**src/design/rvCorePkg.sv**
```systemverilog
package rvCorePkg;

	localparam int XLEN = 32;
	localparam int REG_IDX_W = 5;

	// Coarse ALU operation from the main decoder
	typedef enum logic [1:0] {
		ALUOP_ADD = 2'b00,
		ALUOP_IMM = 2'b01,
		ALUOP_RTYPE = 2'b10
	} aluOpT;

	// ALU function select
	typedef enum logic [3:0] {
		ALU_AND = 4'b0000,
		ALU_OR = 4'b0001,
		ALU_ADD = 4'b0010,
		ALU_SUB = 4'b0110
	} aluCtrlT;

	// Operand source in EX
	typedef enum logic [1:0] {
		FWD_REG = 2'b00,
		FWD_WB = 2'b01,
		FWD_MEM = 2'b10
	} fwdSelT;

endpackage

```
**src/design/rvRegFile.sv**
```systemverilog
`timescale 1ns/1ps

module rvRegFile (
	input  logic clk,
	input  logic i_reset,
	input  logic [rvCorePkg::REG_IDX_W-1:0] i_rs1,
	input  logic [rvCorePkg::REG_IDX_W-1:0] i_rs2,
	input  logic i_we,
	input  logic [rvCorePkg::REG_IDX_W-1:0] i_wrIdx,
	input  logic [rvCorePkg::XLEN-1:0] i_wrData,
	output logic [rvCorePkg::XLEN-1:0] o_rdData1,
	output logic [rvCorePkg::XLEN-1:0] o_rdData2
);

	logic [rvCorePkg::XLEN-1:0] regs [2**rvCorePkg::REG_IDX_W];

	// Read with bypass of a same-cycle write
	function automatic logic [rvCorePkg::XLEN-1:0] readPort(
		input logic [rvCorePkg::REG_IDX_W-1:0] idx
	);
		if (idx == '0)
			return '0;
		else if (i_we && (idx == i_wrIdx))
			return i_wrData;
		else
			return regs[idx];
	endfunction

	always_ff @(posedge clk or posedge i_reset)
	begin
		if (i_reset)
		begin
			for (int k = 0; k < 2**rvCorePkg::REG_IDX_W; k++)
				regs[k] <= '0;
		end
		else if (i_we && (i_wrIdx != '0))
			regs[i_wrIdx] <= i_wrData;
	end

	assign o_rdData1 = readPort(i_rs1);
	assign o_rdData2 = readPort(i_rs2);

endmodule

```
**config.mk**
```make
export PLATFORM = sky130hd
export DESIGN_NAME = rvRegFile
export DESIGN_NICKNAME = d
export VERILOG_FILES = /design/src/design/rvCorePkg.sv /design/src/design/rvRegFile.sv
export SDC_FILE = /design/constraint.sdc
export NUM_CORES = 2
export LEC_CHECK = 0
export BUFFER_PORTS_ARGS = -buffer_cell sky130_fd_sc_hd__buf_2
export CAP_MARGIN = 15
export CORE_ASPECT_RATIO = 0.9
export CORE_UTILIZATION = 60
export DETAILED_ROUTE_END_ITERATION = 10
export PLACE_DENSITY = 0.8
export SLEW_MARGIN = 10
export SYNTH_ARGS = -nofsm -noshare
export SYNTH_HDL_FRONTEND = slang
export SYNTH_SLANG_ARGS = --single-unit
```
**constraint.sdc**
```tcl
create_clock -name clk -period 59.2 [get_ports clk]
set_clock_uncertainty 0.05 [all_clocks]
set_input_delay 2.96 -clock clk [delete_from_list [all_inputs] [get_ports clk]]
set_output_delay 2.96 -clock clk [all_outputs]
set_load 0.005 [all_outputs]
```
Word level (Yosys, flattened, before mapping):

Cells that the tools add are included.

* $lt $le $gt $ge: 4
* equal/unequal tests: 2
* mux-type cells: 13
* bitwise logic cells: 3
* reduce and logical (&&, ||, !) cells: 7

Operators by type and width (number)
* bitwise mux 1024 bit: 1
* binary-select mux 32 bit (select 5 bit): 2
* two-way mux 32 bit: 9
* demux 32 bit (select 5 bit): 1
* >= comparator 6 bit (second input constant): 3
* inverter 5 -> 6 bit: 3
* == test 5 bit: 2
* logical NOT 5 bit: 2
* less-than comparator 6 x 1 -> 1 bit (second input constant): 1
* nonzero test 5 bit: 1
* logical AND 1 bit: 4

* register bits: 1024
* input port bits: 50
* output and inout port bits: 64
* word-level logic and storage cells: 61

Logic depth before layout (Yosys ltp):

* depth in word-level cells: 6
* depth in mapped cells: 10
* gate-level depth less buffers: 5

Worst setup path after synthesis:

Ideal clock, no wire load.

* path type: in2out
* start point: input i_rs2[0] in the netlist's numbering
* end point: output o_rdData2[25] in the netlist's numbering
* arrival time: 4569 ps
* required time: 56190 ps
* setup slack: 51621 ps
* stages on the path: 7
* path buffers: 3
* path through: clkbuf_2 > buf_6 > buf_2 > mux4_2 > a22oi_1 > nand2_1 > a221o_1

* cells in the longest elaborated chain, start to end: 6
* elaborated cells between the ends (all ways): 9
* classes of those cells: eq/ne (1); mux (5); bitwise (1); reduce/logical (2)

RTL lines
* from (decl): RTL line rvRegFile.sv:7 `input logic [rvCorePkg::REG_IDX_W-1:0] i_rs2,`
* inverter 5 -> 6 bit (implied by the code): RTL line rvRegFile.sv:26 `return regs[idx];`
* binary-select mux 32 bit (select 5 bit): RTL line rvRegFile.sv:26
* two-way mux 32 bit (implied by the code) (2 in series): RTL line rvRegFile.sv:26
* two-way mux 32 bit: RTL line rvRegFile.sv:23 `else if (i_we && (idx == i_wrIdx))`
* two-way mux 32 bit (*): RTL line rvRegFile.sv:21 `if (idx == '0)`
* to (decl): RTL line rvRegFile.sv:12 `output logic [rvCorePkg::XLEN-1:0] o_rdData2`

Mark *: on every way between the ends. The rest lies on a longest branch, timed or not. The select of a mux whose other input is x is not followed.

Worst setup path after layout:

* start point: input i_rs2[1] in the netlist's numbering
* end point: output o_rdData2[1] in the netlist's numbering

Same word-level chain as after synthesis.

==> out/results.txt <==
Clock share of power - 34.6%
Global-route usage over all layers - 38.0%
Routed via count - 37600
RSZ-0062 raised after global routing - false
Sequential area share after synthesis - 46.4%
Worst hold path class - reg -> reg
Post-synthesis instance area - 55200 um2
Die ar. - 93300 um2
Largest net degree at the start of global routing - 170
Vias in the first global route - 38000
Storage element area - 25600 um2
R2R Setup Slk - 58.33 ns
DP Wirelength - 97000 um
Combinational power share - 20.1%
DRT Pass-1 Iters - 6
CP Launch Type - input pin
Layout fillers - 6383
Largest Register - regs
Antenna-violating nets left - 0
Max_cap viols - 0
CTS resizes - 0
Worst-margin pin slew - 1.29 ns
Final Slew Violations - 0
CTS Buf Count - 106
Area of the multi-input gates - 27600 um2
Switching pwr - 566 uW
Root buffer cell - clkbuf_16
Setup TNS - 0 ns
WL per Instance - 34.6 um
Worst Path Required - 56.19 ns
Syn_area_per_cell - 14.4 um2
Initial DRC Count - 5301
Yosys top cell area share - 46.4%
Hold buffer count at cts - 0
DRT Wirelength - 175000 um
Crit. End Element - output pin
IO Count - 114
Clk sinks - 1024
Worst slew margin - 13.5%
WS Path Type - in -> out
Sequential share of power - 45.3%
Largest registers - regs: 1024 flops
Rows - 105
Share of cells above drive strength 1 - 49.5%
Syn Inst Count - 3843
Ys flop type - dfrtp_1
GP Congestion - 0.868
Fin cells - 5049
Layout area overhead - 8.47%
Deepest clock path buffer count - 3
Max Fclk - 0.0988 GHz
Final worst-path cycle share - 17.1%
Count of final setup violators - 0
Sw Ratio - 27.5%
Worst-path clk slew - 0.06 ns
Core area - 91200 um2
Post-CTS Setup Repair Bufs - 0
Max IR drop VDD - 0.0252 mV
H-tree Lvls - 3
EDFF count, synth - 0
Via density - 7.45
Max reg flops - 1024
Synth warn - 0
Status - completed
Minimum clock period - 10.12 ns
First-pass GRT wire length - 260000 um
Worst skew pair latency - 0.68 ns
FFs w/ async S/R, synth - 100%
Total congestion overflow - 0
Pint - 1.50 mW
Starting density of the core - 60.6%
Die X - 322 um
Final nets - 3778
Post-Syn Nets - 3893
CTS tree - done
CP arrival - 7.11 ns
Drt drc - 0
Synth area leaders - dfrtp_1 (46%), mux2_2 (22%), mux4_2 (16%), mux2i_1 (4.2%), clkbuf_1 (1.5%)
Synth area leader - dfrtp_1
Placed cell count - 4850
Pwr dens - 34.4 nW/um2
Hold Vio Cnt, Final - 0
Yosys cell types - 56
Die H - 290 um
#FFs+latches synth - 1024
PortBufs - 113
Leak pwr - 26.1 nW
Worst-path fanout max - 60
Antenna violations before repair - 8
==> worst paths after layout <==
path | startpoint | end | cells past startpoint
worst max-delay path | i_rs2[1] | o_rdData2[1] | 9
worst min-delay path | regs[1006] | regs[1006] | 0
worst max register to register | regs[711] | regs[711] | 1
worst min register to register | regs[1006] | regs[1006] | 0
max in group asynchronous | i_reset | regs[825] | 5
min in group asynchronous | i_reset | regs[597] | 2
==> layout by cell type, fill, tap and decap left out, types with 6 or more instances in the layout <==
cell,n
nor4_1,17
nor3b_1,10
nor3_1,29
buf_4,95
nand2_2,16
a22o_1,22
clkbuf_16,109
mux4_2,384
a31oi_1,11
mux2_1,8
a221o_1,38
nor2_4,17
nand3b_1,8
clkinv_2,19
mux2_2,1060
clkbuf_8,21
nand2_1,37
bufinv_16,14
nand3_1,10
o21ai_0,66
a2111oi_0,17
o211ai_1,9
dfrtp_1,1024
a221oi_1,53
clkbuf_1,23
nor2_1,56
a21oi_1,54
o22ai_1,75
a22oi_1,63
o22a_1,8
mux2i_1,229
nor2b_1,8
xnor2_1,10
buf_2,107
nor2_2,6
==> Yosys cell counts (6+ instances only) <==
cell          n
o211ai_1      9
o22a_1        8
a221o_1      38
nor3_1       30
dfrtp_1    1024
buf_4        26
o22ai_1      75
a221oi_1     53
mux2_1        8
nand3_1      10
a31oi_1      11
a21oi_1      54
buf_6        34
nor4_1       17
xnor2_1      10
inv_1         8
nand3b_1      8
nand2_1      53
buf_1        50
a22o_1       22
mux2i_1     229
mux4_2      384
a22oi_1      63
mux2_2     1060
nor3b_1      12
buf_2        90
nor2b_1      10
o21ai_0      67
nor2_1       79
a2111oi_0    17
nand2b_1      6
clkbuf_1    227
==> power by group through the flow <==
stage	combinational, mW	sequential (mW)	clock, mW
final	0.415	0.935	0.713
after global routing	0.441	0.950	0.740
after CTS	0.411	0.928	0.714
after detailed placement	0.408	0.939	0
after global placement	0.397	0.930	0
after floorplan	0.326	0.909	0
==> metal layers <==
| metal | vias to the layer above | share of wire, % | GRT usage (%) |
|---|---|---|---|
| li1 | 14600 | - | - |
| met1 | 19800 | 37 | 52.4 |
| met2 | 2640 | 44 | 54.4 |
| met3 | 580 | 14 | 13.9 |
| met4 | 6 | 5.0 | 16.7 |
| met5 | - | 0.019 | 0 |
==> critical path: stages <==
cell and delay (ns):
buf_8 0.45, buf_4 0.64, buf_4 0.69, nor2_1 0.34, a221oi_1 0.44, o21a_1 0.20
nor3_1 0.06, a21oi_1 0.88, buf_2 0.27
==> cell type report <==
| cell class | instances | share of cell area (%) |
|---|---|---|
| flip-flops and latches | 1024 | 42.8 |
| repair buffers | 210 | 2.30 |
| inverters | 8 | 0.0627 |
| well taps | 1230 | 2.57 |
| clock buffers | 153 | 5.18 |
| clock inverters | 41 | 0.969 |
| diodes | 5 | 0.0209 |
| multi-input cells | 2378 | 46.1 |
==> cells by family after synthesis <==
kind of cell / synth area share (%)
flip-flops: 46.4
multiplexers: 41.6
XOR/XNOR: 0.159
AND/OR/NAND/NOR: 2.16
AO/OA/AOI/OAI: 5.73
buffers and inverters: 3.95
==> through the flow <==
step	instance area (um2)	worst slack, ns	hold WS, ns	util [%]	total power [mW]
2_1_floorplan	55200	27.37	0.391	-	1.24
3_3_place_gp	56200	49.14	0.327	61.6	1.33
3_5_place_dp	56200	49.13	0.334	61.6	1.35
4_1_cts	59900	49.13	0.349	65.7	2.05
5_1_grt	59900	48.93	0.361	65.7	2.13
6_report	59900	49.08	0.349	65.7	2.06
(Power assumes the default switching activity.)
