--- config.mk ---
export PLATFORM = sky130hd
export DESIGN_NAME = rvMemWb
export DESIGN_NICKNAME = d
export VERILOG_FILES = /design/src/design/rvCorePkg.sv /design/src/design/rvMemWb.sv
export SDC_FILE = /design/constraint.sdc
export NUM_CORES = 2
export LEC_CHECK = 0
export ABC_CLOCK_PERIOD_IN_PS = 104100
export BUFFER_PORTS_ARGS = -buffer_cell sky130_fd_sc_hd__buf_2
export CORE_MARGIN = 4
export CORE_UTILIZATION = 60
export CTS_CLUSTER_DIAMETER = 80
export DETAILED_ROUTE_END_ITERATION = 12
export PLACE_DENSITY = 0.76
export SKIP_CTS_REPAIR_TIMING = 1
export SYNTH_ARGS = -nofsm -noshare
export SYNTH_HDL_FRONTEND = slang
export SYNTH_SLANG_ARGS = --single-unit
export TNS_END_PERCENT = 50
--- constraint.sdc ---
create_clock -name clk -period 104.1 [get_ports clk]
set_input_delay 20.82 -clock clk [delete_from_list [all_inputs] [get_ports clk]]
set_output_delay 20.82 -clock clk [all_outputs]
set_load 0.02 [all_outputs]
--- src/design/rvCorePkg.sv ---
package rvCorePkg;

	localparam int XLEN = 32;
	localparam int REG_IDX_W = 5;

	// Coarse ALU operation from the main decoder
	typedef enum logic [1:0] {
		ALUOP_ADD = 2'b00,
		ALUOP_IMM = 2'b01,
		ALUOP_RTYPE = 2'b10
	} aluOpT;

	// ALU function select
	typedef enum logic [3:0] {
		ALU_AND = 4'b0000,
		ALU_OR = 4'b0001,
		ALU_ADD = 4'b0010,
		ALU_SUB = 4'b0110
	} aluCtrlT;

	// Operand source in EX
	typedef enum logic [1:0] {
		FWD_REG = 2'b00,
		FWD_WB = 2'b01,
		FWD_MEM = 2'b10
	} fwdSelT;

endpackage

--- src/design/rvMemWb.sv ---
`timescale 1ns/1ps

module rvMemWb #(
	parameter int DMEM_DEPTH = 64
) (
	input  logic clk,
	input  logic i_reset,
	input  logic i_memRead,
	input  logic i_memWrite,
	input  logic i_regWrite,
	input  logic i_memToReg,
	input  logic [rvCorePkg::XLEN-1:0] i_aluResult,
	input  logic [rvCorePkg::XLEN-1:0] i_storeData,
	input  logic [rvCorePkg::REG_IDX_W-1:0] i_rd,
	output logic o_wbWe,
	output logic [rvCorePkg::REG_IDX_W-1:0] o_wbRd,
	output logic [rvCorePkg::XLEN-1:0] o_wbData,
	output logic o_wbValid
);

	localparam int DMEM_AW = $clog2(DMEM_DEPTH);

	logic [rvCorePkg::XLEN-1:0] dmem [DMEM_DEPTH];
	logic [DMEM_AW-1:0] memIdx;
	logic [rvCorePkg::XLEN-1:0] memRdData;
	logic wbMemToReg;
	logic [rvCorePkg::XLEN-1:0] wbAluResult;
	logic [rvCorePkg::XLEN-1:0] wbLoadData;

	assign memIdx = DMEM_AW'((i_aluResult >> 2) % DMEM_DEPTH);

	// Cleared at reset so unwritten words read as zero
	always_ff @(posedge clk or posedge i_reset)
	begin
		if (i_reset)
		begin
			for (int k = 0; k < DMEM_DEPTH; k++)
				dmem[k] <= '0;
		end
		else if (i_memWrite)
			dmem[memIdx] <= i_storeData;
	end

	assign memRdData = i_memRead ? dmem[memIdx] : '0;

	// MEM/WB control
	always_ff @(posedge clk or posedge i_reset)
	begin
		if (i_reset)
		begin
			o_wbWe <= 1'b0;
			wbMemToReg <= 1'b0;
			o_wbRd <= '0;
		end
		else
		begin
			o_wbWe <= i_regWrite;
			wbMemToReg <= i_memToReg;
			o_wbRd <= i_rd;
		end
	end

	always_ff @(posedge clk)
	begin
		wbAluResult <= i_aluResult;
		wbLoadData <= memRdData;
	end

	assign o_wbData = wbMemToReg ? wbLoadData : wbAluResult;
	// x0 writes are not reported
	assign o_wbValid = o_wbWe && (o_wbRd != '0);

	// Decoder and bubble logic never mark both
	memRdWrExclusive: assert property (@(posedge clk) disable iff (i_reset)
		!(i_memRead && i_memWrite));

endmodule

* Word level (Yosys, flattened, before mapping)
Index checks and enable logic that the tools add are counted.
** Word-level totals
- Bits in registers :: 2119
- Bits of input ports :: 75
- Output and inout port bits :: 39
- Word-level logic and storage cells :: 82
** Operators by class
- Magnitude comparators :: 2
- Muxes and demuxes :: 7
- Bitwise logic cells :: 1
- Reductions and logical operators :: 3
** Operators with widths (number)
- $bwmux 2048 :: 1
- $bmux 32 s6 :: 1
- $demux 32 s6 :: 1
- $mux 32 :: 4
- $ge 7x7->1 const B :: 1
- $lt 7x1->1 const B :: 1
- $not 6->7 :: 1
- $reduce_bool 5->1 :: 1
- $logic_and 1x1->1 :: 2

* Depth between registers and ports, before layout
- Depth in word-level cells :: 6
- Depth in mapped cells :: 10
- Depth with buffers taken out :: 6

* Worst setup path before layout
Ideal clock, no wire load.
- Kind :: input-to-reg
- Start :: input i_aluResult[2] (netlist name)
- End :: register wbLoadData[22] (netlist name)
- Setup time :: 0.125 ns
- Arrival time :: 22.357 ns
- Required time :: 103.975 ns
- Setup slack :: 81.618 ns
- Stages on the path :: 9
- Buffers on the path :: 4
- Path through :: buf_6 > buf_6 > buf_4 > buf_2 > mux2i_1 > o21ai_0 > a22oi_1 > o2bb2ai_1 > o41a_1
** On the way
- Word-level cells in the longest chain between the ends :: 4
** Ends and longest elaborated chain
- start, declared :: line rvMemWb.sv:12 : input logic [rvCorePkg::XLEN-1:0] i_aluResult,
- $not 6->7 (not written as such) :: line rvMemWb.sv:44 : assign memRdData = i_memRead ? dmem[memIdx] : '0;
- $bmux 32 s6 :: line rvMemWb.sv:44
- $mux 32 (not written as such) (2 in series) :: line rvMemWb.sv:44
- end signal, assigned :: line rvMemWb.sv:66 : wbLoadData <= memRdData;
- end, declared :: line rvMemWb.sv:28 : logic [rvCorePkg::XLEN-1:0] wbLoadData;
No other way between the ends. The select of a mux whose other input is x is not followed.
A chain may end at the register's enable or synchronous reset.

==> run summary <==
Global-route wire length before repair: 450 mm
# H-tree levels: 4
Antenna violations before repair: 15
Cell variety after synth: 62
Combined global-route utilization of all metal layers: 37.4%
Drt total wl: 307 mm
Largest net degree at the start of global routing: 184
Worst reg-to-reg setup slack: 101820 ps
YS warnings: 0
Total number of vias: 65100
Gr ovfl total: 0
Cell area after layout: 103000 µm²
Share of flip-flops with an asynchronous set or reset: 97.0%
Syn_area_per_cell: 13.5 µm²
Post-route fraction of the period consumed by the critical path: 24.9%
Cell area reported after detailed placement: 95500 µm²
Die width: 404 µm
Synth-to-layout area growth: 9.49%
Worst min path class: reg -> reg
Final HPWL from detailed placement: 164 mm
Post-route clock skew: 30.7 ps
Clock share of power: 39.8%
Hold Path Depth: 1
IO Port Bufs: 113
Net Count, Synth: 7065
Min-Delay Endpoint: dmem[109]$_DFFE_PP0P_
Per-cell via count in the routed design: 7.28
Outcome: finished clean
FP Rows: 145
Remaining routing DRC violations: 0
Total negative slack: 0 ps
Number of enable flip-flop cells after synthesis: 0
Hold violation count in the final report: 0
Max cap viols: 0
Final count of pins violating max slew: 0
Pre-antenna DRT Iters: 6
Post-Synthesis Cells: 6990
Number of filler instances in the final layout: 11000
Final-stage net count: 6773
Cell area after synthesis: 94100 µm²
Library cell with the largest summed area after synthesis: sky130_fd_sc_hd__dfrtp_1
Predominant post-synthesis flop cell: sky130_fd_sc_hd__dfrtp_1
Antenna-violating nets left: 0
Seq pwr share: 48.6%
Seq cells post-synth: 2119
Final weighted congestion of routability-driven global placement: 0.839
Type of element capturing the critical path: async pin
Max stage delay on crit path: 950 ps
Critical path cell sequence: buf_2, inv_8, buf_4, buf_4, buf_4, buf_4, buf_12, buf_4
Share of layout cells above drive strength 1: 42.1%
Library cell used as clock root buffer: sky130_fd_sc_hd__clkbuf_16
Worst-Skew Late Latency: 880 ps
Arrival time worst endpoint: 26720 ps
Power Internal: 1.52 mW
Clock-pin slew of the registers on the worst-case setup and hold paths: 60 ps
Cell with the most instances on the worst path: sky130_fd_sc_hd__buf_4
Register-to-Register Path Depth: 6
Startpoint class of the critical path: input pin
Share of power burned in combinational logic: 11.6%
Leakage power: 47.6 nW
Transition time of the tightest slew-check pin: 1340 ps
Buffer levels on the longest clock path: 3
Worst min-delay path startpoint: dmem[109]$_DFFE_PP0P_
Critical register-to-register path endpoint: wbLoadData[30]$_SDFF_PN0_
F_max: 38.6 MHz
Post-layout min period: 25890 ps
Height of the die: 404 µm
First-iteration detailed-routing DRC count: 8147
Initial cell density of the core: 60.3%
Max IR drop VDD: 20.4 µV
Setup repair after global routing missed its margin: no
Critical Path Slowest Stage Cell: sky130_fd_sc_hd__buf_4
Floorplan Core Area: 156000 µm²
Routed length per placed instance: 34.3 µm
Clock net sink count: 2119
Part of the Yosys area used for sequential elements: 56.0%
Critical Setup Path Class: in -> async
Startpoint of the worst-slack reg-to-reg timing path: dmem[2014]$_DFFE_PP0P_
Number of clock buffers inserted by TritonCTS: 213
CTS tree: yes
Max FO, Critical Path: 177
Via count of the first global-routing pass: 66100
Area contributors post-synth: sky130_fd_sc_hd__dfrtp_1 (55%), sky130_fd_sc_hd__mux2_2 (26%), sky130_fd_sc_hd__a221oi_1 (5.7%)
Total die area: 163000 µm²
Setup-violating endpoint count in the final report: 0
Net switching fraction of the power: 25.2%
Switching power: 512 µW
Number of ports placed on the die boundary: 114
Data required time at the worst endpoint: 104930 ps
Synth top area share: 54.7%
Worst rel slew slack: 10.5%
Ratio of total power to cell area: 19.7 nW/µm²
[power by group through the flow]
stage / clock, mW / sequential (mW) / combinational (mW)
2_1_floorplan: 0 / 0.991 / 0.177
3_3_place_gp: 0 / 0.990 / 0.222
3_5_place_dp: 0 / 0.998 / 0.231
4_1_cts: 0.809 / 0.984 / 0.232
5_1_grt: 0.846 / 0.996 / 0.253
6_report: 0.807 / 0.986 / 0.235
[worst max-delay path by stage]
| stage | start | endpoint | slack, ps | cells after the start |
|---|---|---|---|---|
| finish | i_reset | dmem[264]$_DFFE_PP0P_ | 78210 | 8 |
| global route | i_reset | dmem[1032]$_DFFE_PP0P_ | 77230 | 8 |
| CTS | i_reset | dmem[872]$_DFFE_PP0P_ | 77970 | 8 |
| detailed placement | i_reset | dmem[1064]$_DFFE_PP0P_ | 77060 | 8 |
| global placement | i_reset | dmem[1064]$_DFFE_PP0P_ | 77220 | 8 |
| floorplan | i_reset | dmem[0]$_DFFE_PP0P_ | 25230 | 1 |
[per-stage QoR]
stage	std cells	total power, mW	worst slack (ps)	utilization, %	hold slack (ps)
floorplan	6990	1.17	25230	-	472
global route	8941	2.09	77230	66.0	509
CTS	8940	2.03	77970	66.0	500
finish	8952	2.03	78210	66.0	499
detailed placement	8541	1.23	77060	61.2	486
global placement	8541	1.21	77220	61.2	481
[cells in the mapped netlist (4+ instances only)]
library cell and instances:
sky130_fd_sc_hd__mux2i_1 93, sky130_fd_sc_hd__o21a_1 7, sky130_fd_sc_hd__inv_1 4, sky130_fd_sc_hd__or3_1 4
sky130_fd_sc_hd__o21ai_0 220, sky130_fd_sc_hd__buf_4 33, sky130_fd_sc_hd__o22ai_1 51, sky130_fd_sc_hd__mux4_2 27
sky130_fd_sc_hd__nand4_1 21, sky130_fd_sc_hd__mux2_2 2154, sky130_fd_sc_hd__dfxtp_1 64, sky130_fd_sc_hd__and2_1 5
sky130_fd_sc_hd__dfrtp_1 2055, sky130_fd_sc_hd__a22o_1 42, sky130_fd_sc_hd__o31a_1 18, sky130_fd_sc_hd__nand2_1 66
sky130_fd_sc_hd__nor2b_1 6, sky130_fd_sc_hd__buf_1 103, sky130_fd_sc_hd__o221ai_1 16, sky130_fd_sc_hd__nor2_1 352
sky130_fd_sc_hd__nand3_1 18, sky130_fd_sc_hd__o22a_1 5, sky130_fd_sc_hd__o41a_1 7, sky130_fd_sc_hd__a221o_1 43
sky130_fd_sc_hd__o211ai_1 14, sky130_fd_sc_hd__a22oi_1 145, sky130_fd_sc_hd__nand2b_1 7, sky130_fd_sc_hd__a21oi_1 99
sky130_fd_sc_hd__nor3_1 12, sky130_fd_sc_hd__clkbuf_1 375, sky130_fd_sc_hd__buf_2 256, sky130_fd_sc_hd__a221oi_1 610
sky130_fd_sc_hd__buf_6 11
[layer usage]
layer	vias to the layer above	global-route usage [%]	part of all wire (%)
li1	25600	-	-
met1	34100	50.3	38
met2	4349	55.3	44
met3	1068	11.4	12
met4	10	19.5	5.9
met5	-	0	0.033
[registers in the layout (all words and copies together), names as in the netlist]
register and count:
dmem 2048, wbAluResult 32, wbLoadData 32, o_wbRd 5, o_wbWe 1, wbMemToReg 1
[cell type report]
type,instances,area (µm²),share of cell area [%]
diodes,12,30.0,0.0292
clock buffers,314,6250,6.07
clock inverters,85,1160,1.13
inverters,6,45.0,0.0437
multi-input cells,4087,38300,37.2
flip-flops and latches,2119,52700,51.2
well taps,2058,2570,2.50
repair buffers,271,1910,1.85
[kinds of logic after synthesis]
logic type / Yosys count / share of synthesized area, %
multiplexers: 2277 / 27.5
flip-flops: 2119 / 56.0
AO/OA/AOI/OAI: 1306 / 10.6
buffers and inverters: 784 / 3.69
AND/OR/NAND/NOR: 504 / 2.22
[placed cells by master (no fill, tap or decap), types with 43 or more instances in the layout]
cell type / instances
sky130_fd_sc_hd__a21oi_1: 99
sky130_fd_sc_hd__a221o_1: 43
sky130_fd_sc_hd__a221oi_1: 610
sky130_fd_sc_hd__a22oi_1: 145
sky130_fd_sc_hd__buf_2: 109
sky130_fd_sc_hd__buf_4: 149
sky130_fd_sc_hd__clkbuf_1: 50
sky130_fd_sc_hd__clkbuf_16: 216
sky130_fd_sc_hd__clkbuf_8: 48
sky130_fd_sc_hd__dfrtp_1: 2054
sky130_fd_sc_hd__dfxtp_1: 64
sky130_fd_sc_hd__mux2_2: 2154
sky130_fd_sc_hd__mux2i_1: 93
sky130_fd_sc_hd__nor2_1: 313
sky130_fd_sc_hd__o21ai_0: 220
sky130_fd_sc_hd__o22ai_1: 51
[worst max-delay path, delay by kind of cell]
family                 cells  cell delay, ps
buffers and inverters      8            5600
Power figures use the tool's default switching activity.
