`config.mk`:
```
export PLATFORM = sky130hd
export DESIGN_NAME = rvFrontEnd
export DESIGN_NICKNAME = d
export VERILOG_FILES = /design/src/design/rvIsaPkg.sv /design/src/design/rvCorePkg.sv /design/src/design/rvFrontEnd.sv
export SDC_FILE = /design/constraint.sdc
export NUM_CORES = 2
export LEC_CHECK = 0
export BUFFER_PORTS_ARGS = -buffer_cell sky130_fd_sc_hd__buf_2
export CAP_MARGIN = 40
export CORE_ASPECT_RATIO = 0.7
export CORE_MARGIN = 2
export CORE_UTILIZATION = 42
export CTS_BUF_LIST = sky130_fd_sc_hd__clkbuf_8
export DETAILED_ROUTE_END_ITERATION = 6
export RECOVER_POWER = 100
export SYNTH_ARGS = -nofsm -noshare
export SYNTH_HDL_FRONTEND = slang
export SYNTH_SLANG_ARGS = --single-unit
export TNS_END_PERCENT = 30
```
`constraint.sdc`:
```
create_clock -name clk -period 4.15 [get_ports clk]
set_input_delay 1.245 -clock clk [delete_from_list [all_inputs] [get_ports clk]]
set_output_delay 1.245 -clock clk [all_outputs]
set_load 0.02 [all_outputs]
```
`src/design/rvIsaPkg.sv`:
```
package rvIsaPkg;

	// Instruction word width
	localparam int ILEN = 32;

	// Field widths
	localparam int OPC_W = 7;
	localparam int F3_W = 3;
	localparam int F7_W = 7;

	// Field positions, low bit of each field
	localparam int OPC_LSB = 0;
	localparam int RD_LSB = 7;
	localparam int F3_LSB = 12;
	localparam int RS1_LSB = 15;
	localparam int RS2_LSB = 20;
	localparam int F7_LSB = 25;

	// Major opcodes
	localparam logic [OPC_W-1:0] OPC_RTYPE = 7'b0110011;
	localparam logic [OPC_W-1:0] OPC_OPIMM = 7'b0010011;
	localparam logic [OPC_W-1:0] OPC_LOAD = 7'b0000011;
	localparam logic [OPC_W-1:0] OPC_STORE = 7'b0100011;

	// funct3 codes
	localparam logic [F3_W-1:0] F3_ADDSUB = 3'b000;
	localparam logic [F3_W-1:0] F3_OR = 3'b110;
	localparam logic [F3_W-1:0] F3_AND = 3'b111;

	// funct7 for sub
	localparam logic [F7_W-1:0] F7_SUB = 7'b0100000;

	// Opcode zero decodes to nothing
	localparam logic [ILEN-1:0] NOP_INSTR = '0;

endpackage

```
`src/design/rvCorePkg.sv`:
```
package rvCorePkg;

	localparam int XLEN = 32;
	localparam int REG_IDX_W = 5;

	// Coarse ALU operation from the main decoder
	typedef enum logic [1:0] {
		ALUOP_ADD = 2'b00,
		ALUOP_IMM = 2'b01,
		ALUOP_RTYPE = 2'b10
	} aluOpT;

	// ALU function select
	typedef enum logic [3:0] {
		ALU_AND = 4'b0000,
		ALU_OR = 4'b0001,
		ALU_ADD = 4'b0010,
		ALU_SUB = 4'b0110
	} aluCtrlT;

	// Operand source in EX
	typedef enum logic [1:0] {
		FWD_REG = 2'b00,
		FWD_WB = 2'b01,
		FWD_MEM = 2'b10
	} fwdSelT;

endpackage

```
`src/design/rvFrontEnd.sv`:
```
`timescale 1ns/1ps

module rvFrontEnd #(
	parameter int IMEM_DEPTH = 64
) (
	input  logic clk,
	input  logic i_reset,
	input  logic i_run,
	input  logic i_loadEn,
	input  logic [$clog2(IMEM_DEPTH)-1:0] i_loadAddr,
	input  logic [rvCorePkg::XLEN-1:0] i_loadData,
	input  logic i_exMemRead,
	input  logic [rvCorePkg::REG_IDX_W-1:0] i_exRd,
	output logic [rvCorePkg::REG_IDX_W-1:0] o_rs1,
	output logic [rvCorePkg::REG_IDX_W-1:0] o_rs2,
	output logic [rvCorePkg::REG_IDX_W-1:0] o_rd,
	output logic [rvCorePkg::XLEN-1:0] o_imm,
	output logic [rvCorePkg::XLEN-1:0] o_instr,
	output rvCorePkg::aluOpT o_aluOp,
	output logic o_aluSrc,
	output logic o_memRead,
	output logic o_memWrite,
	output logic o_regWrite,
	output logic o_memToReg
);

	localparam int IMEM_AW = $clog2(IMEM_DEPTH);

	logic [rvCorePkg::XLEN-1:0] imem [IMEM_DEPTH];
	logic [rvCorePkg::XLEN-1:0] pc;
	logic [IMEM_AW-1:0] fetchIdx;
	logic [rvCorePkg::XLEN-1:0] ifIdInstr;
	logic [rvIsaPkg::OPC_W-1:0] opcode;

	rvCorePkg::aluOpT ctlAluOp;
	logic ctlAluSrc;
	logic ctlMemRead;
	logic ctlMemWrite;
	logic ctlRegWrite;
	logic ctlMemToReg;
	logic useRs1;
	logic useRs2;
	logic stall;

	// Program load port
	always_ff @(posedge clk)
	begin
		if (i_loadEn)
			imem[i_loadAddr] <= i_loadData;
	end

	// Word index, wraps at the memory depth
	assign fetchIdx = IMEM_AW'((pc >> 2) % IMEM_DEPTH);

	// PC and IF/ID, both frozen by a load-use stall
	always_ff @(posedge clk or posedge i_reset)
	begin
		if (i_reset)
		begin
			pc <= '0;
			ifIdInstr <= rvIsaPkg::NOP_INSTR;
		end
		else if (!i_run)
		begin
			pc <= '0;
			ifIdInstr <= rvIsaPkg::NOP_INSTR;
		end
		else if (!stall)
		begin
			pc <= pc + rvCorePkg::XLEN'(4);
			ifIdInstr <= imem[fetchIdx];
		end
	end

	assign opcode = ifIdInstr[rvIsaPkg::OPC_LSB +: rvIsaPkg::OPC_W];
	assign o_instr = ifIdInstr;
	assign o_rs1 = ifIdInstr[rvIsaPkg::RS1_LSB +: rvCorePkg::REG_IDX_W];
	assign o_rs2 = ifIdInstr[rvIsaPkg::RS2_LSB +: rvCorePkg::REG_IDX_W];
	assign o_rd = ifIdInstr[rvIsaPkg::RD_LSB +: rvCorePkg::REG_IDX_W];

	// Main decoder, unknown opcodes leave everything off
	always_comb
	begin
		ctlAluOp = rvCorePkg::ALUOP_ADD;
		ctlAluSrc = 1'b0;
		ctlMemRead = 1'b0;
		ctlMemWrite = 1'b0;
		ctlRegWrite = 1'b0;
		ctlMemToReg = 1'b0;
		useRs1 = 1'b0;
		useRs2 = 1'b0;
		case (opcode)
			rvIsaPkg::OPC_RTYPE:
			begin
				ctlAluOp = rvCorePkg::ALUOP_RTYPE;
				ctlRegWrite = 1'b1;
				useRs1 = 1'b1;
				useRs2 = 1'b1;
			end
			rvIsaPkg::OPC_OPIMM:
			begin
				ctlAluOp = rvCorePkg::ALUOP_IMM;
				ctlAluSrc = 1'b1;
				ctlRegWrite = 1'b1;
				useRs1 = 1'b1;
			end
			rvIsaPkg::OPC_LOAD:
			begin
				ctlAluSrc = 1'b1;
				ctlMemRead = 1'b1;
				ctlRegWrite = 1'b1;
				ctlMemToReg = 1'b1;
				useRs1 = 1'b1;
			end
			rvIsaPkg::OPC_STORE:
			begin
				ctlAluSrc = 1'b1;
				ctlMemWrite = 1'b1;
				useRs1 = 1'b1;
				// Store data comes from rs2
				useRs2 = 1'b1;
			end
			default: ;
		endcase
	end

	// Sign-extended I and S immediates
	always_comb
	begin
		case (opcode)
			rvIsaPkg::OPC_OPIMM, rvIsaPkg::OPC_LOAD:
				o_imm = {{20{ifIdInstr[31]}}, ifIdInstr[31:20]};
			rvIsaPkg::OPC_STORE:
				o_imm = {{20{ifIdInstr[31]}}, ifIdInstr[31:25], ifIdInstr[11:7]};
			default:
				o_imm = '0;
		endcase
	end

	// Load in EX feeding a source used here
	assign stall = i_exMemRead && (i_exRd != '0) &&
		((useRs1 && (i_exRd == o_rs1)) || (useRs2 && (i_exRd == o_rs2)));

	// Bubble into ID/EX while stalled
	assign o_aluOp = stall ? rvCorePkg::ALUOP_ADD : ctlAluOp;
	assign o_aluSrc = ctlAluSrc && !stall;
	assign o_memRead = ctlMemRead && !stall;
	assign o_memWrite = ctlMemWrite && !stall;
	assign o_regWrite = ctlRegWrite && !stall;
	assign o_memToReg = ctlMemToReg && !stall;

	// The bubble clears the load from EX, so the stall lasts one cycle
	stallSingleCycle: assert property (@(posedge clk) disable iff (i_reset)
		stall |=> !stall);

endmodule

```
Word-level counts from Yosys, hierarchy flattened
Memories as Yosys holds them, arrays and structs flattened.
Index checks and enable logic that the tools add are counted.
{"block": "word_totals", "mem_bits_rw": 2048, "reg_bits": 64, "elab_cells": 42, "n_memories": 1, "output_inout_bits": 86}
{"block": "classes", "addsub": 1, "muxes": 15, "n_reduce_logical": 16, "eq_ne": 7}
{"memory": "imem", "depth": 64, "word_bits": 32, "read_ports": 1, "rd_clocked_by_memory_dff": 0, "wr": 1, "line_no": "rvFrontEnd.sv:29", "source": "logic [rvCorePkg::XLEN-1:0] imem [IMEM_DEPTH];"}
{"cell": "$mux 32", "count": 4}
{"cell": "$pmux 32 s2", "count": 1}
{"cell": "$add 32x3->32 const B", "count": 1}
{"cell": "$eq 7x6->1 const B", "count": 2}
{"cell": "$eq 5x5->1", "count": 2}
{"cell": "$logic_and 1x1->1", "count": 8}
{"cell": "$mux 1", "count": 8}
{"cell": "$eq 7x2->1 const B", "count": 1}
{"cell": "$eq 7x5->1 const B", "count": 1}
{"cell": "$reduce_or 3->1", "count": 2}
{"cell": "$reduce_bool 5->1", "count": 1}
{"cell": "$pmux 2 s2", "count": 1}
{"cell": "$reduce_or 2->1", "count": 2}
{"cell": "$reduce_or 4->1", "count": 1}
{"cell": "$mux 2", "count": 1}
{"cell": "$ne 2x2->1 const B", "count": 1}
{"cell": "$logic_not 1->1", "count": 1}
{"cell": "$logic_or 1x1->1", "count": 1}

Logic depth before layout (Yosys ltp)
{"block": "depth", "depth_word": 8, "depth_mapped": 12, "mapped_depth_nobuf": 6}

Worst setup path after synthesis
Ideal clock, no wire load.
{"block": "synth_path", "kind": "in2reg", "startpoint": "input i_loadAddr[3]", "endpoint": "memory imem[48][0] in the netlist's numbering, enable pin", "path_slack_ns": -0.280, "cell_stages": 4, "path_buffers": 1, "arrival_time_ns": 3.969, "setup_ns": 0.461, "cell_sequence": "clkbuf_1 -> nor2b_1 -> nand4b_1 -> nor3_1"}
{"element": "start, declared", "line_no": "rvFrontEnd.sv:10", "source": "input logic [$clog2(IMEM_DEPTH)-1:0] i_loadAddr,"}
{"element": "end, declared", "line_no": "rvFrontEnd.sv:29"}
No word-level cell before the write port.

Worst setup path after layout
{"block": "layout_path", "startpoint": "input i_loadEn", "endpoint": "memory imem[28][15] in the netlist's numbering, enable pin"}
{"block": "layout_between", "elab_chain_cells": 2}
{"element": "start, declared", "line_no": "rvFrontEnd.sv:9", "source": "input logic i_loadEn,"}
{"element": "$mux 1", "line_no": "rvFrontEnd.sv:48", "source": "if (i_loadEn)"}
{"element": "$mux 1 (implied by the code)", "line_no": "rvFrontEnd.sv:49", "source": "imem[i_loadAddr] <= i_loadData;"}
No other way between the ends.

==> impl.org <==
** Setup path
- Critical path type :: in -> reg
- Type of element launching the critical path :: input port
- Counting cells, the worst reg-to-reg path comes to 7.
- For the worst setup path, the data required time is about 4.7 ns.
- Category of the worst setup path capture point :: flop
- The startpoint identified for the worst register-to-register timing path is pc[2].
- Largest incremental delay on the critical path :: roughly 1.4 ns
- Data on the critical path arrives at its endpoint at between 4 and 5 ns.
- The worst register-to-register path ends at o_instr[7].
- Of all nets on the critical path, the largest fanout is 15.
- For flop-to-flop paths, the worst setup slack is between 0.15 and 0.2 ns.
- Crit-path cells :: clkbuf_1 > nor2b_1 > nand2_1 > nor2_1 > dlymetal6s4s_1
- The slowest stage of the critical path belongs to the cell sky130_fd_sc_hd__nor2_1.

** Timing
- In the finished design, the share of the clock period the worst path needs comes to a little over nine tenths.
- Worst rel slew slack :: -125%
- F_max :: roughly 240 MHz
- Worst setup margin :: ~0.047 ns
- The final hold violation count came to 0.
- Adding up every negative setup slack in the final design gives 0 ns.
- For the pin with the worst max-slew slack, the measured transition is ~3.4 ns.
- Setup violations, final :: 0
- Final critical-path required period :: about 4.1 ns
- Minimum hold slack :: 0.599 ns
- Max Transition Viols Final :: around 2.3k
- RSZ-0062 raised after global routing :: false
- Clock skew on the completed layout was measured at a little over 0.06 ns.

** Hold path
- Capture endpoint of the worst hold path :: o_instr[14]
- Worst hold stages :: 2
- Startpoint of the worst hold path :: o_instr[14]
- The tightest min-delay check is of the reg -> reg type.

** Power and ir drop
- Summing internal, switching and leakage power gives around 41 mW.
- The worst-case IR drop observed on VDD is around 0.00028 V.
- The analysis attributes to cell leakage a power of approximately 28 nW.
- Cell Pwr Density :: ~460 nW/µm²

** Synth
- Post-Syn Area per Cell :: roughly 22 µm²
- Synthesis produced a netlist with a net count of 3730.
- The synthesized design contains just over 2k enable-type register cells.
- Sequential cells were found to cover between 70% and 80% of the synthesized design area.
- Counting flops with an async set or reset pin after synthesis yields a share of roughly 1.8%.
- The Yosys step of the flow raised 0 warnings.
- Register bit total from synthesis :: 2086
- Yosys instantiated no cell more often than sky130_fd_sc_hd__edfxtp_1.
- Total standard cell area after synthesis :: 80300 µm²
- Share of Yosys cell area claimed by the top area cell type :: approximately 77%
- For this run, the leading register cell type out of synthesis is sky130_fd_sc_hd__edfxtp_1.
- Synth cell types :: 53
- Synthesis produced a netlist whose cell count is ~3.7k.
- Counting instances in the post-synthesis netlist gives the leading cell types as 2048 x sky130_fd_sc_hd__edfxtp_1, 434 x sky130_fd_sc_hd__mux4_2, 256 x sky130_fd_sc_hd__mux2i_1.
- Main area contributors after synthesis :: sky130_fd_sc_hd__edfxtp_1 77%, sky130_fd_sc_hd__mux4_2 12%, sky130_fd_sc_hd__mux2i_1 3.2%, sky130_fd_sc_hd__dfrtp_1 1.2%, sky130_fd_sc_hd__buf_4 0.75%
- The biggest area contributor in the post-synthesis netlist is sky130_fd_sc_hd__edfxtp_1.

** GRT
- The first global-routing pass estimated approximately 310000 µm of wire.
- Total GRT Usage :: between 20% and 30%
- Largest net degree at the start of global routing :: a little under 80
- The initial antenna violation count was 24.
- Grt total ovfl :: 0
- The number of global-route vias before repair is about 40k.

** Place
- Cell Count Post-Placement :: 6355
- The count of buffers added on input and output ports is about 130.
- Dpl hpwl :: 133000 µm
- Worst Setup Slack post-DPL :: ~0.26 ns
- Placement Cell Area :: roughly 86000 µm²
- The congestion estimate from routability-driven global placement came to about 0.8.

** Finish
- Layout filler cell count :: approximately 16k
- The finished cells cover between 90000 and 100000 µm².
- FF+latch area :: around 62000 µm²
- Excluding fillers, the count of instances in the completed layout stands at around 6.9k.
- From synthesis to final layout, the design area changed by 12.4%.
- Final core occ :: between 40% and 50%
- Combined area of the multi-input logic cells :: roughly 17000 µm²
- The net count of the finished layout is 4199.
- Cells with a size suffix above 1 make up between 20% and 30% of the layout.

** Clocking
- After clock tree synthesis, the clock-pin slew on the worst setup and hold paths is about 0.06 ns.
- Clock sink count :: 2086
- In this run the clock root is driven by a sky130_fd_sc_hd__clkbuf_8.
- Buffers inserted by post-CTS timing repair :: 0
- Number of buffers created by CTS :: a little over 300
- TritonCTS built the clock tree.
- The clock passes through at most 4 buffers.
- Cts repair resizes :: 0
- The H-tree was split into 5 levels.
- Clock latency of the later-clocked register in the worst-skew pair :: roughly 0.92 ns
- Buffers inserted to repair hold after CTS numbered 0.

** Job
- Max-cap violations in this run came to 70.

** Floorplanning
- The core region is 190000 µm².
- Full die area :: between 150000 and 200000 µm²
- The die is roughly 530 µm wide.
- Effective utilization at floorplan :: between 40% and 50%
- Boundary Pins :: between 100 and 150
- Vert. Die Dim :: 370 µm
- The floorplan has 134 rows.

** Drt
- Average vias per placed instance :: just under 6
- The first detailed-routing pass ran for 6 iterations.
- In the routed design, unresolved DRC markers number 0.
- For this block, the initial DRC count from the detailed router was ~6k.
- Vias post-DR :: about 41k
- Dividing the detail-routed wire length by the instance count gives ~33 µm.
- Number of nets with antenna violations after detailed routing :: 0
- The final layout contains routed wiring with a total length of between 200000 and 250000 µm.

** Outcome
- Failing checks :: capacitance limit, slew limit
- Status :: finished, violations left
-- worst max-delay path: cells and delay by family --
kind	cells	cell delay, ns
buffers and inverters	2	1.34
and+or+nand+nor	3	1.97
-- logic make-up (layout without fill, tap and decap cells) --
group	Yosys count	in the layout	synth area share [%]
AOI/OAI and AO/OA	395	395	3.34
muxes	706	706	15.6
DFF	2086	2086	77.8
buffers and inverters	250	952	1.79
xor gates and xnor gates	14	14	0.153
other	0	9	0
adders and majority gates	1	1	0.0156
and+or+nand+nor	229	229	1.32
-- worst max path at each step --
stage	slack [ns]	start	cells after the start	to
2_1_floorplan	-0.27	i_loadAddr[3]	4	imem[49][0]
3_3_place_gp	0.22	i_exRd[0]	7	o_memToReg
3_5_place_dp	0.26	i_exRd[0]	7	o_memToReg
4_1_cts	0.08	o_instr[1]	6	o_imm[16]
5_1_grt	0.01	o_instr[1]	6	o_imm[24]
6_report	0.05	i_loadEn	5	imem[28][15]
-- cell type report --
type	count	share of cell area (%)
Antenna cell	9	0.0250
Sequential cell	2086	69.2
Inverter	5	0.0208
Clock buffer	318	4.85
Timing Repair Buffer	403	2.67
Tap cell	2516	3.49
Clock inverter	226	1.20
Multi-Input combinational cell	1345	18.5
-- layout by cell type (no fill, tap or decap), types with 5 or more instances in the layout --
| cell type | netlist | routed |
|---|---|---|
| sky130_fd_sc_hd__mux4_2 | 434 | 434 |
| sky130_fd_sc_hd__clkbuf_2 | 0 | 74 |
| sky130_fd_sc_hd__mux2i_1 | 256 | 256 |
| sky130_fd_sc_hd__buf_2 | 45 | 23 |
| sky130_fd_sc_hd__clkbuf_8 | 0 | 318 |
| sky130_fd_sc_hd__o211ai_1 | 5 | 5 |
| sky130_fd_sc_hd__a2111oi_0 | 20 | 14 |
| sky130_fd_sc_hd__o221ai_1 | 51 | 51 |
| sky130_fd_sc_hd__clkinv_2 | 0 | 35 |
| sky130_fd_sc_hd__inv_1 | 3 | 89 |
| sky130_fd_sc_hd__xnor2_1 | 14 | 14 |
| sky130_fd_sc_hd__buf_12 | 0 | 25 |
| sky130_fd_sc_hd__a221oi_1 | 16 | 16 |
| sky130_fd_sc_hd__a21oi_1 | 83 | 83 |
| sky130_fd_sc_hd__mux2_2 | 16 | 15 |
| sky130_fd_sc_hd__clkinv_1 | 0 | 82 |
| sky130_fd_sc_hd__o22ai_1 | 53 | 53 |
| sky130_fd_sc_hd__nor2b_1 | 15 | 13 |
| sky130_fd_sc_hd__and3_1 | 12 | 12 |
| sky130_fd_sc_hd__diode_2 | 0 | 9 |
| sky130_fd_sc_hd__a211o_1 | 5 | 5 |
| sky130_fd_sc_hd__buf_4 | 80 | 93 |
| sky130_fd_sc_hd__nand2_1 | 52 | 51 |
| sky130_fd_sc_hd__a22oi_1 | 47 | 47 |
| sky130_fd_sc_hd__a31oi_1 | 11 | 11 |
| sky130_fd_sc_hd__or2_2 | 9 | 9 |
| sky130_fd_sc_hd__nand3_1 | 17 | 16 |
| sky130_fd_sc_hd__nor3_1 | 5 | 5 |
| sky130_fd_sc_hd__nor2_1 | 92 | 57 |
| sky130_fd_sc_hd__clkinvlp_4 | 0 | 7 |
| sky130_fd_sc_hd__dfrtp_1 | 38 | 33 |
| sky130_fd_sc_hd__a211oi_1 | 24 | 24 |
| sky130_fd_sc_hd__nor2_4 | 0 | 35 |
| sky130_fd_sc_hd__inv_6 | 0 | 8 |
| sky130_fd_sc_hd__edfxtp_1 | 2048 | 2048 |
| sky130_fd_sc_hd__o21ai_0 | 60 | 60 |
| sky130_fd_sc_hd__clkbuf_1 | 85 | 186 |
-- power breakdown --
part           internal, mW  switching (mW)
registers              23.3           0.141
logic                  1.06            1.67
clock network          7.35            7.90
total                  31.7            9.72
-- layer usage --
layer	routed length (µm)	part of all wire (%)	vias to the layer above	GRT usage (%)
met5	142	0.062	-	0.267
met4	5520	2.4	12	6.57
met3	25500	11	335	6.74
met2	97300	43	2284	32.6
met1	99000	44	22014	34.7
li1	-	-	16517	-
-- state kept, by name (all words and copies together), names as in the netlist --
register  cells
imem       2048
pc            6
o_instr      32
(Power assumes the default switching activity.)
